--- config.mk ---
export PLATFORM = sky130hd
export DESIGN_NAME = spriteWriter
export DESIGN_NICKNAME = d
export VERILOG_FILES = /design/src/videoBackendPkg.sv /design/src/spriteWriter.sv
export VERILOG_INCLUDE_DIRS = /design/src
export SDC_FILE = /design/constraint.sdc
export NUM_CORES = 1
export LEC_CHECK = 0
export BUFFER_PORTS_ARGS = -buffer_cell sky130_fd_sc_hd__buf_2
export CORE_AREA = 2 2 57 59
export DETAILED_ROUTE_END_ITERATION = 12
export DIE_AREA = 0 0 59 61
export HOLD_SLACK_MARGIN = 0.15
export PLACE_DENSITY = 0.76
export REMOVE_ABC_BUFFERS = 1
export SLEW_MARGIN = 20
export SYNTH_ARGS = -nofsm -noshare
export SYNTH_HDL_FRONTEND = slang
export SYNTH_SLANG_ARGS = --single-unit
--- constraint.sdc ---
create_clock -name CLK_1MB -period 2.1 [get_ports CLK_1MB]
set_input_delay 0.42 -clock CLK_1MB [delete_from_list [all_inputs] [get_ports CLK_1MB]]
set_output_delay 0.42 -clock CLK_1MB [all_outputs]
set_load 0.01 [all_outputs]
--- src/videoBackend_macros.svh ---
`ifndef VIDEOBACKEND_MACROS_SVH
`define VIDEOBACKEND_MACROS_SVH

// Line buffer geometry
`define LB_AW 8	// One entry per pixel of a line
`define LB_DEPTH 256
`define NUM_BANKS 2	// Ping-pong pair

// Pixel and palette address fields
`define PAL_W 8	// Sprite palette number
`define COL_W 4	// Color index, 0 is transparent
`define FIXPAL_W 4	// Fix palette number
`define PA_W 12	// Palette RAM address

// Watchdog timing in CLK_1MB cycles
`define WD_LIMIT 2000
`define WD_PULSE 8	// Length of sysRstN low

// Wishbone slave port
`define WB_AW 2
`define WB_DW 16
`endif

--- src/videoBackendPkg.sv ---
`include "videoBackend_macros.svh"

package videoBackendPkg;

	// One line buffer entry
	typedef struct packed {
		logic [`PAL_W-1:0] palette;
		logic [`COL_W-1:0] color;
	} sprPix_t;

	// Fix layer pixel, color 0 lets sprites through
	typedef struct packed {
		logic [`FIXPAL_W-1:0] palette;
		logic [`COL_W-1:0] color;
	} fixPix_t;

	// Writer to bank
	typedef struct packed {
		logic we;
		logic [`LB_AW-1:0] addr;
		sprPix_t data;
	} lbWrite_t;

	// Span setup, load is a one cycle strobe
	typedef struct packed {
		logic load;
		logic [`LB_AW-1:0] xPos;	// First pixel position
		logic [`PAL_W-1:0] palette;
		logic hFlip;	// Count down instead of up
	} spanCmd_t;

	// Wishbone classic request and response
	typedef struct packed {
		logic cyc;
		logic stb;
		logic we;
		logic [`WB_AW-1:0] adr;
		logic [`WB_DW-1:0] dat;
	} wbReq_t;

	typedef struct packed {
		logic ack;
		logic [`WB_DW-1:0] dat;
	} wbRsp_t;

	typedef enum logic {WD_RUN, WD_RESET} wdState_t;
	typedef enum logic {WR_IDLE, WR_SPAN} wrState_t;

endpackage

--- src/spriteWriter.sv ---
`timescale 1ns/1ns
`include "videoBackend_macros.svh"

module spriteWriter (
	input logic CLK_1MB,
	input logic rstN,
	input videoBackendPkg::spanCmd_t span,	// Position, palette and direction
	input logic [`COL_W-1:0] sprColor,	// One pixel per cycle after load
	input logic sprValid,
	input logic lineFlip,	// Display bank index, fill is the other
	output videoBackendPkg::lbWrite_t lbWr [`NUM_BANKS]
);
	import videoBackendPkg::*;

	wrState_t state;
	logic [`LB_AW-1:0] wrAddr;	// LB address counter
	logic [`PAL_W-1:0] palQ;	// Latched span palette
	logic hFlipQ;	// Latched direction
	logic flipQ;
	logic flipEdge;
	logic fillBank;
	logic pixWe;
	sprPix_t pixData;

	// Buffer swap ends any span in progress
	assign flipEdge = lineFlip ^ flipQ;
	assign fillBank = ~lineFlip;

	always_ff @(posedge CLK_1MB)
	begin
		if (!rstN)
		begin
			state <= WR_IDLE;
			flipQ <= 1'b0;
		end
		else
		begin
			flipQ <= lineFlip;
			case (state)
				WR_IDLE:
					if (span.load)
						state <= WR_SPAN;
				WR_SPAN:
					if (flipEdge && !span.load)
						state <= WR_IDLE;	// New load keeps it running
				default:
					state <= WR_IDLE;
			endcase
		end
	end

	// Position and palette latch, then step once per pixel
	always_ff @(posedge CLK_1MB)
	begin
		if (span.load)
		begin
			wrAddr <= span.xPos;
			palQ <= span.palette;
			hFlipQ <= span.hFlip;
		end
		else if (sprValid && state == WR_SPAN)
		begin
			if (hFlipQ)
				wrAddr <= wrAddr - 1'b1;	// Wraps 0 -> 255
			else
				wrAddr <= wrAddr + 1'b1;	// Wraps 255 -> 0
		end
	end

	// Color 0 still steps the counter but leaves the entry alone
	assign pixWe = (state == WR_SPAN) && sprValid && (sprColor != '0);
	assign pixData.palette = palQ;
	assign pixData.color = sprColor;

	// Same address and data to all banks, only fill bank gets we
	always_comb
	begin
		for (int b = 0; b < `NUM_BANKS; b++)
		begin
			lbWr[b].we = pixWe && (b == int'(fillBank));
			lbWr[b].addr = wrAddr;
			lbWr[b].data = pixData;
		end
	end

endmodule

### Word-level counts from Yosys, hierarchy flattened

Cells that the tools add are included.

* $add $sub $neg: 2
* mux-type cells: 6
* bitwise gates (word level): 3
* reduce and logical (&&, ||, !) cells: 8

Operators by type and width (number)
* $mux W8: 3
* $add A8 B1 Y8 const B: 1
* $sub A8 B1 Y8 const B: 1
* $logic_and A1 B1 Y1: 5
* $reduce_bool A4 Y1: 1
* $mux W1: 2
* $not A1 Y1: 2
* $pmux W1 S2: 1
* $reduce_bool A2 Y1: 1
* $logic_not A1 Y1: 1
* $xor A1 B1 Y1: 1

* flip-flop bits (word level): 19
* input port bits: 26
* output and inout bits: 42
* word-level logic and storage cells: 24

### Longest topological paths before layout

Gate-level depths: netlist (run 1).

* word-level depth: 4
* depth in mapped cells: 6

### Least setup slack after synthesis (run 1)

OpenSTA, ideal clock, no wires.

* path type: register to register
* from: register hFlipQ
* to: register wrAddr[6], data pin
* library setup time: 0.135 ns
* arrival time: 1.634 ns
* data required time: 1.965 ns
* path slack: 0.332 ns
* cell stages (with the launch flop): 6
* path buffers: 0
* path through: edfxtp_1 > ha_1 > nor2b_4 > o31a_1 > or3_1 > nand3_1

* word-level cells in the longest chain between the ends: 3

Ends and longest elaborated chain
* start, declared: RTL line spriteWriter.sv:18 `logic hFlipQ;`
* start signal, assigned: RTL line spriteWriter.sv:59 `hFlipQ <= span.hFlip;`
* $mux W8: RTL line spriteWriter.sv:63 `if (hFlipQ)`
* $mux W8: RTL line spriteWriter.sv:61 `else if (sprValid && state == WR_SPAN)`
* $mux W8: RTL line spriteWriter.sv:55 `if (span.load)`
* end signal, assigned: RTL line spriteWriter.sv:57 `wrAddr <= span.xPos;`
* end signal, assigned: RTL line spriteWriter.sv:64 `wrAddr <= wrAddr - 1'b1;`
* end signal, assigned: RTL line spriteWriter.sv:66 `wrAddr <= wrAddr + 1'b1;`
* end, declared: RTL line spriteWriter.sv:16 `` logic [`LB_AW-1:0] wrAddr; ``

No other way between the ends. The select of a mux whose other input is x is not followed.
A chain may end at the register's enable or synchronous reset.

### Final worst setup path (run 1)

* from: register hFlipQ
* to: register wrAddr[5], data pin

Same word-level chain as after synthesis.

==> metrics.cfg, run 1 <==
[placed_design]
port_buffers = 67
place_congestion = 0.813
post-place-ws_ns = 0.125
place_hpwl_um = 1920
placed_area_um2 = 1430

[global_route]
grt_pass1_vias = 915
use_met1_pct = 16.0
antenna_found_initial = 0
grt_max_degree = 35
met3_usage_pct = 2.99
grt_pass1_wl_um = 3860
grt.overflow.total = 0
busiest_layer = met2
grtUsageMet2_pct = 26.5
grtUsageTotal_pct = 14.1

[synthesis]
ys_top_cells_by_area = edfxtp_1 (41%), buf_4 (14%), ha_1 (6.0%)
synth.yosys.seq_area_share_pct = 44.0
synth_top_area_cell = edfxtp_1
netlist_instances = 117
synth-seq-cells = 19
synth.avg_cell_area_um2 = 10.7
synth-edff-count = 17
async_flop_share_pct = 0
ys_top_cells_by_count = buf_4 (24), edfxtp_1 (17), nand2_1 (8), ha_1 (6), nor3b_1 (6)
synth.most_common_cell = buf_4
netlist.area_leader.share_pct = 40.8
ys.warnings.count = 0
synth_flop_cell = edfxtp_1
syn_area_um2 = 1250
yosys.cell_types.count = 37

[floorplanning]
io_pins = 68
dieArea_um2 = 3600
num_rows = 20
die-height_um = 61
core_area_um2 = 2950
start_util_pct = 42.3
die_w_um = 59

[critical_path]
cp-startpoint = hFlipQ
startpoint_type = flip-flop
endpoint = wrAddr[5]
critPathRequiredTime_ns = 2.17
crit_type = flip-flop to flip-flop
r2r_cells = 6
cp.arrival_ns = 2.09
r2r_start = hFlipQ
end_kind = flip-flop
critPathMaxFanout = 7
r2r_slack_ns = 0.08
r2r-end = wrAddr[5]

[drt]
drt_first_pass_iters = 4
drt_wl_total_um = 2490
ant_nets = 0
route.detailed.drc = 0
vias = 1002
drt-initial-drc-count = 9
avgViaCountPerCell = 5.11
routedWlPerCell_um = 12.7

[cts]
htreeDepth = 1
cts_tree = done
cts_buffer_depth = 2
clock-sinks = 19
path_clk_slew_ns = 0.11
clk_latency_ns = 0.30
root_buffer = clkbuf_4
cts_made_buffers = 3
cts_hold_buffers = 0

[timing]
fmax_mhz = 495
post-route-period-util_pct = 96.1
setup_tns_ns = 0
hold_ws_ns = 0.288
final-hold-violation-count = 0
grt_setup_unrepaired = no
skew_ns = 0.00174
fin_ws_ns = 0.0818
period_needed_ns = 2.02
maxSlewHeadroom_pct = 59.7
tightest_slew_ns = 0.604
slew_viol_final = 0
setup_violations = 0

[finish]
finish.utilization_pct = 50.1
nets = 197
layout-drive-gt1-share_pct = 46.0
n_antenna_cell = 0
final_area_um2 = 1480
area_growth_pct = 18.3

[run]
max-cap-violations = 0

[power_and_ir_drop]
leakage_nw = 0.693
p_per_area_nw_per_um2 = 756
vdd_ir_drop_max_mv = 0.267

[status]
status = completed

[min_path]
hold_path_depth = 1
hold_path.class = primary input to flip-flop

critical path: stages (launching register included):
cell	delay, ns
edfxtp_1	0.52
buf_4	0.19
ha_1	0.28
a211o_1	0.31
a21oi_1	0.21
mux2i_1	0.21
nand2_1	0.06
flip-flops by register name, indices dropped and copies added, names as in the netlist:
register / cells
hFlipQ: 1
palQ: 8
wrAddr: 8
flipQ: 1
state: 1
logic make-up after synthesis:
kind of cell | count (synthesis) | share of synthesized area [%]
and+or+nand+nor | 32 | 15.4
DFF | 19 | 44.0
xor gates and xnor gates | 4 | 2.80
buffers and inverters | 31 | 16.7
muxes | 2 | 1.60
AOI/OAI and AO/OA | 22 | 11.8
adders and majority gates | 7 | 7.61
metal layers:
metal  routed length, um  vias to the layer above
met3                 258                        3
met2                1150                       60
met5                   0                        -
li1                    -                      491
met1                1060                      448
met4                  23                        0
layout by cell type (no fill, tap or decap), types with 2 or more instances in the layout:
| cell type | count |
|---|---|
| a211oi_1 | 2 |
| a21o_1 | 2 |
| a21oi_1 | 4 |
| and2_1 | 2 |
| buf_2 | 67 |
| buf_4 | 2 |
| clkbuf_4 | 3 |
| dfxtp_1 | 2 |
| edfxtp_1 | 17 |
| ha_1 | 6 |
| inv_1 | 4 |
| mux2i_1 | 2 |
| nand2_1 | 8 |
| nor2_1 | 4 |
| nor2b_1 | 2 |
| nor3b_1 | 6 |
| nor4b_1 | 2 |
| o21ai_0 | 5 |
| xnor2_1 | 2 |
| xor2_1 | 2 |
metrics by stage:
step | total power [mW] | instances
CTS | 1.11 | 194
floorplan | 0.766 | 90
finish | 1.12 | 196
global placement | 0.915 | 190
detailed placement | 0.928 | 190
global route | 1.20 | 196
worst min-delay path by stage:
| stage | startpoint | to | slack, ns |
|---|---|---|---|
| 2_1_floorplan | state | state | 0.49 |
| 3_3_place_gp | state | state | 0.51 |
| 3_5_place_dp | state | state | 0.55 |
| 4_1_cts | span[2] | palQ[1] | 0.29 |
| 5_1_grt | span[1] | palQ[0] | 0.27 |
| 6_report | span[6] | palQ[5] | 0.29 |
power breakdown:
part           leakage (nW)  internal (mW)  total, mW  switching, mW
Sequential            0.185          0.469      0.502         0.0330
Clock                0.0150         0.0741      0.191          0.116
Combinational         0.493          0.200      0.425          0.225
Total                 0.693          0.743       1.12          0.374
final cells by class:
cell class	count	area (um2)
fill	277	1470
sequential	19	551
multi-input combinational	67	495
timing repair buffer	69	350
tap	33	41.3
clock buffer	4	26.3
inverter	4	15.0
timing repair:
| action | CTS | global route |
|---|---|---|
| setup buffers | 0 | 2 |
| endpoints found under the setup margin | 0 | 1 |
| resized for setup | 0 | 1 |
| hold endpoints to repair | 0 | 0 |
(Power assumes the default switching activity.)
==> inputs of run 2 (changes only) <==
--- a/config.mk
+++ b/config.mk
@@ -7,11 +7,13 @@
 export NUM_CORES = 1
 export LEC_CHECK = 0
 export BUFFER_PORTS_ARGS = -buffer_cell sky130_fd_sc_hd__buf_2
-export CORE_AREA = 2 2 57 59
+export CELL_PAD_IN_SITES_DETAIL_PLACEMENT = 0
+export CELL_PAD_IN_SITES_GLOBAL_PLACEMENT = 1
+export CORE_AREA = 2 2 66 68
 export DETAILED_ROUTE_END_ITERATION = 12
-export DIE_AREA = 0 0 59 61
+export DIE_AREA = 0 0 68 70
 export HOLD_SLACK_MARGIN = 0.15
-export PLACE_DENSITY = 0.76
+export PLACE_DENSITY_LB_ADDON = 0.1
 export REMOVE_ABC_BUFFERS = 1
 export SLEW_MARGIN = 20
 export SYNTH_ARGS = -nofsm -noshare
==> run 2 against run 1 <==
- via count is 1.2% lower
- count of clock-buffer cells in the layout is 1 lower
- core utilization is 13 points lower
- clock power is 34% higher
- combinational power is 0.9% lower
- maximum frequency is 1.5% higher
- critical endpoint is now wrAddr[7]
- largest cell class unchanged
- largest power group unchanged
- highest routed layer unchanged
==> metrics.cfg, run 2 (synthesis gave the netlist of run 1 again) <==
[status]
status = completed  ; unchanged

[timing]
setup_violations = 0  ; unchanged
period_needed_ns = 1.99  ; was 2.02 ns
final-hold-violation-count = 0  ; unchanged
post-route-period-util_pct = 94.6  ; was 96.1%
tightest_slew_ns = 0.421  ; was 0.604 ns
grt_setup_unrepaired = no  ; unchanged
fmax_mhz = 503  ; was 495 MHz
slew_viol_final = 0  ; unchanged
setup_tns_ns = 0  ; unchanged
maxSlewHeadroom_pct = 72.0  ; was 59.7%
skew_ns = 0.00496  ; was 0.00174 ns

[cts]
path_clk_slew_ns = 0.07  ; was 0.11 ns
clock-sinks = 19  ; unchanged
htreeDepth = 1  ; unchanged
cts_tree = done  ; unchanged
cts_resized = 0  ; unchanged
cts_buffer_depth = 2  ; unchanged
cts_setup_buffers = 0  ; unchanged
root_buffer = clkbuf_8  ; was clkbuf_4
cts_hold_buffers = 0  ; unchanged
cts_made_buffers = 3  ; unchanged
clk_latency_ns = 0.26  ; was 0.30 ns

[critical_path]
end_kind = flip-flop  ; unchanged
startpoint_type = flip-flop  ; unchanged
crit_type = flip-flop to flip-flop  ; unchanged
critPathRequiredTime_ns = 2.10  ; was 2.17 ns
cp.arrival_ns = 1.99  ; was 2.09 ns
critPathMaxFanout = 8  ; was 7

[floorplanning]
io_pins = 68  ; unchanged
die-height_um = 70  ; was 61 um
core_area_um2 = 4140  ; was 2950 um2
num_rows = 24  ; was 20
dieArea_um2 = 4760  ; was 3600 um2
start_util_pct = 30.2  ; was 42.3%
die_w_um = 68  ; was 59 um

[finish]
nets = 197  ; unchanged
n_antenna_cell = 0  ; unchanged
area_growth_pct = 21.4  ; was 18.3%
final_cell_mix = buf_2 (67), edfxtp_1 (17), nand2_1 (8), nor3b_1 (6), ha_1 (6)  ; unchanged
final_common_cell = buf_2  ; unchanged
finish.utilization_pct = 36.6  ; was 50.1%
reg_top3 = palQ x8, wrAddr x8  ; unchanged
layout-drive-gt1-share_pct = 46.0  ; unchanged

[power_and_ir_drop]
p_per_area_nw_per_um2 = 777  ; was 756 nW/um2
vdd_ir_drop_max_mv = 0.310  ; was 0.267 mV
leakage_nw = 0.702  ; was 0.693 nW

[global_route]
grt_max_degree = 19  ; was 35
grtUsageMet2_pct = 19.3  ; was 26.5%
busiest_layer = met2  ; unchanged
grt_pass1_vias = 886  ; was 915
use_met1_pct = 12.9  ; was 16.0%
met3_usage_pct = 4.35  ; was 2.99%
grt.overflow.total = 0  ; unchanged
grtUsageTotal_pct = 11.3  ; was 14.1%
antenna_found_initial = 0  ; unchanged
grt_pass1_wl_um = 4030  ; was 3860 um

[drt]
vias = 990  ; was 1002
avgViaCountPerCell = 4.60  ; was 5.11
ant_nets = 0  ; unchanged
route.detailed.drc = 0  ; unchanged
drt-initial-drc-count = 22  ; was 9
drt_wl_total_um = 2640  ; was 2490 um
drt_first_pass_iters = 4  ; unchanged
routedWlPerCell_um = 12.3  ; was 12.7 um

[placed_design]
place_congestion = 0.742  ; was 0.813
place_hpwl_um = 2140  ; was 1920 um
port_buffers = 67  ; unchanged

[min_path]
hold_path.class = primary input to flip-flop  ; unchanged

[run]
max-cap-violations = 0  ; unchanged

[run 2: changes by cell type in the layout (fill, tap and decap cells not counted), sizes merged]
cell    previous run  this run
clkbuf             4         3
clkinv             0         1
[run 2: power breakdown]
part | switching (mW) | internal, mW
Sequential | 0.0332 | 0.469
Clock | 0.124 | 0.132
Combinational | 0.224 | 0.197
Total | 0.381 | 0.799
[run 2: layout make-up]
class | count | area (um2)
Fill cell | 448 | 2630
Sequential cell | 19 | 551
Multi-Input combinational cell | 67 | 490
Timing Repair Buffer | 69 | 350
Tap cell | 52 | 65.1
Clock buffer | 3 | 41.3
Inverter | 4 | 15.0
Clock inverter | 1 | 5.00
[run 2: layer usage]
| layer | wire length [um] | share of wire [%] |
|---|---|---|
| met1 | 1100 | 42 |
| met2 | 1290 | 49 |
| met3 | 226 | 8.6 |
| met4 | 25 | 0.95 |
| met5 | 0 | 0 |
[run 2: metrics by stage]
step | area, um2 | cells | total power [mW] | hold WS [ns] | setup WS, ns
2_1_floorplan | 1060 | 90 | 0.766 | 0.487 | 0.320
3_3_place_gp | 1470 | 211 | 0.932 | 0.518 | 0.204
3_5_place_dp | 1470 | 211 | 0.939 | 0.522 | 0.116
4_1_cts | 1520 | 215 | 1.20 | 0.322 | 0.113
5_1_grt | 1520 | 215 | 1.27 | 0.316 | 0.00198
6_report | 1520 | 215 | 1.18 | 0.332 | 0.113
[run 2: worst paths after layout]
path / start / to / slack (ns) / cells after the start
worst max-delay path: hFlipQ / wrAddr[7] / 0.11 / 5
worst min-delay path: span[3] / palQ[2] / 0.33 / 1
worst max register to register: hFlipQ / wrAddr[7] / 0.11 / 5
worst min register to register: state / state / 0.53 / 2
[run 2: worst max-delay path: stages (launching register included)]
cell and delay (ns):
edfxtp_1 0.54, ha_1 0.48, a21oi_1 0.11, or2_0 0.23
a311oi_1 0.25, o211ai_1 0.12
==> inputs of run 3 (changes only) <==
--- a/config.mk
+++ b/config.mk
@@ -13,7 +13,7 @@
 export DETAILED_ROUTE_END_ITERATION = 12
 export DIE_AREA = 0 0 68 70
 export HOLD_SLACK_MARGIN = 0.15
-export PLACE_DENSITY_LB_ADDON = 0.1
+export PLACE_DENSITY = 0.79
 export REMOVE_ABC_BUFFERS = 1
 export SLEW_MARGIN = 20
 export SYNTH_ARGS = -nofsm -noshare
==> run 3 against run 2 <==
- global-route usage fell by 0.14 points
- count of clock-buffer cells in the layout stayed put
- non-clock buffer count unchanged
- register-to-register slack improved by 0.06 ns
- power fell by 0.53%
- core utilization is the same
- critical path type unchanged
==> metrics.cfg, run 3 (synthesis gave the netlist of run 1 again) <==
[status]
status = completed  ; unchanged

[cts]
cts_hold_buffers = 0  ; unchanged
cts_buffer_depth = 2  ; unchanged
cts_resized = 0  ; unchanged
cts_setup_buffers = 0  ; unchanged
root_buffer = clkbuf_8  ; unchanged
cts_made_buffers = 3  ; unchanged
clock-sinks = 19  ; unchanged
htreeDepth = 1  ; unchanged
clk_latency_ns = 0.26  ; about the same
path_clk_slew_ns = 0.07  ; about the same
cts_tree = done  ; unchanged

[finish]
n_antenna_cell = 0  ; unchanged
stdcell_count = 215  ; unchanged
final_common_cell = buf_2  ; unchanged
layout-drive-gt1-share_pct = 46.0  ; unchanged
nFillCells = 418  ; was 448
finish.utilization_pct = 36.6  ; unchanged
final_area_um2 = 1520  ; unchanged
reg_top3 = palQ x8, wrAddr x8  ; unchanged
final_cell_mix = buf_2 (67), edfxtp_1 (17), nand2_1 (8), nor3b_1 (6), ha_1 (6)  ; unchanged
nets = 197  ; unchanged
area_growth_pct = 21.4  ; unchanged

[power_and_ir_drop]
p_per_area_nw_per_um2 = 773  ; was 777 nW/um2
swShare_pct = 31.9  ; was 32.3%
power_frac_comb_pct = 35.4  ; was 35.7%
vdd_ir_drop_max_mv = 0.240  ; was 0.310 mV
power.sequential.fraction_pct = 42.8  ; was 42.6%
p_switching_mw = 0.375  ; was 0.381 mW
leakage_nw = 0.702  ; about the same
power.internal_mw = 0.799  ; about the same
p_clk_share_pct = 21.8  ; was 21.7%

[min_path]
hold_path.class = primary input to flip-flop  ; unchanged

[floorplanning]
start_util_pct = 30.2  ; unchanged
die-height_um = 70  ; unchanged
num_rows = 24  ; unchanged
io_pins = 68  ; unchanged
core_area_um2 = 4140  ; unchanged
dieArea_um2 = 4760  ; unchanged
die_w_um = 68  ; unchanged

[critical_path]
critPathMaxFanout = 8  ; unchanged
cp.arrival_ns = 1.93  ; was 1.99 ns
cp_top_family = flip-flops  ; unchanged
startpoint_type = flip-flop  ; unchanged
slowest_stage = edfxtp_1  ; unchanged
critPathRequiredTime_ns = 2.10  ; about the same
r2r_slack_ns = 0.17  ; was 0.11 ns
crit_chain = ha_1 -> a21oi_1 -> or2_0 -> a311oi_1 -> o211ai_1  ; unchanged
end_kind = flip-flop  ; unchanged
critical_path_buf_inv_count = 0  ; unchanged
slowest_delay_ns = 0.53  ; was 0.54 ns
crit_type = flip-flop to flip-flop  ; unchanged

[placed_design]
port_buffers = 67  ; unchanged
place_hpwl_um = 2000  ; was 2140 um
place_congestion = 0.809  ; was 0.742
placed_area_um2 = 1470  ; unchanged
placedCellCount = 211  ; unchanged

[timing]
grt_setup_unrepaired = no  ; unchanged
post-route-period-util_pct = 92.0  ; was 94.6%
setup_violations = 0  ; unchanged
period_needed_ns = 1.93  ; was 1.99 ns
final-hold-violation-count = 0  ; unchanged
maxSlewHeadroom_pct = 71.0  ; was 72.0%
fmax_mhz = 518  ; was 503 MHz
setup_tns_ns = 0  ; unchanged
slew_viol_final = 0  ; unchanged
tightest_slew_ns = 0.435  ; was 0.421 ns
skew_ns = 0.00129  ; was 0.00496 ns

[global_route]
grt.overflow.total = 0  ; unchanged
grtUsageTotal_pct = 11.1  ; was 11.3%
grt_max_degree = 24  ; was 19
antenna_found_initial = 0  ; unchanged
grt_pass1_vias = 926  ; was 886
grt_pass1_wl_um = 4050  ; was 4030 um

[drt]
drt_first_pass_iters = 4  ; unchanged
drt_wl_total_um = 2510  ; was 2640 um
routedWlPerCell_um = 11.7  ; was 12.3 um
vias = 1010  ; was 990
avgViaCountPerCell = 4.70  ; was 4.60
drt-initial-drc-count = 39  ; was 22
ant_nets = 0  ; unchanged
route.detailed.drc = 0  ; unchanged

[run]
max-cap-violations = 0  ; unchanged

## run 3: cell counts in the layout (fill, tap and decap cells not counted)
No cell type changed its count.
## run 3: power groups by stage
stage / registers [mW] / clock network [mW] / logic, mW
3_5_place_dp: 0.513 / 0 / 0.418
6_report: 0.502 / 0.256 / 0.415
4_1_cts: 0.505 / 0.264 / 0.421
2_1_floorplan: 0.550 / 0 / 0.216
5_1_grt: 0.512 / 0.283 / 0.473
3_3_place_gp: 0.510 / 0 / 0.417
## run 3: path summary, 6_finish.rpt
kind                               from   endpoint  cells past startpoint
worst max register to register   hFlipQ  wrAddr[7]                      5
worst min register to register    state      state                      2
worst min-delay path            span[7]    palQ[6]                      1
worst max-delay path             hFlipQ  wrAddr[7]                      5
## run 3: layout make-up
class	instances	area [um2]	share of cell area [%]
clock inverter	1	5.00	0.330
sequential	19	551	36.3
timing repair buffer	69	350	23.1
inverter	4	15.0	0.989
tap	52	65.1	4.29
multi-input combinational	67	490	32.3
clock buffer	3	41.3	2.72
## run 3: routing by layer
| metal | track usage, % | share of wire [%] |
|---|---|---|
| met5 | 0 | 0 |
| met4 | 4.67 | 1.5 |
| met3 | 2.09 | 13 |
| met2 | 17.9 | 44 |
| met1 | 14.3 | 42 |
## run 3: through the flow
| step | power [mW] | hold slack, ns | setup slack, ns |
|---|---|---|---|
| floorplan | 0.766 | 0.487 | 0.320 |
| global placement | 0.927 | 0.529 | 0.191 |
| detailed placement | 0.931 | 0.552 | 0.162 |
| CTS | 1.19 | 0.336 | 0.148 |
| global route | 1.27 | 0.328 | 0.00874 |
| finish | 1.17 | 0.339 | 0.168 |
## run 3: worst reg2reg max path: cells and delay by family (launching register included)
family / cells / cell delay (ns)
flops: 1 / 0.53
compound gates: 3 / 0.46
fa+ha+maj: 1 / 0.46
simple gates: 1 / 0.24
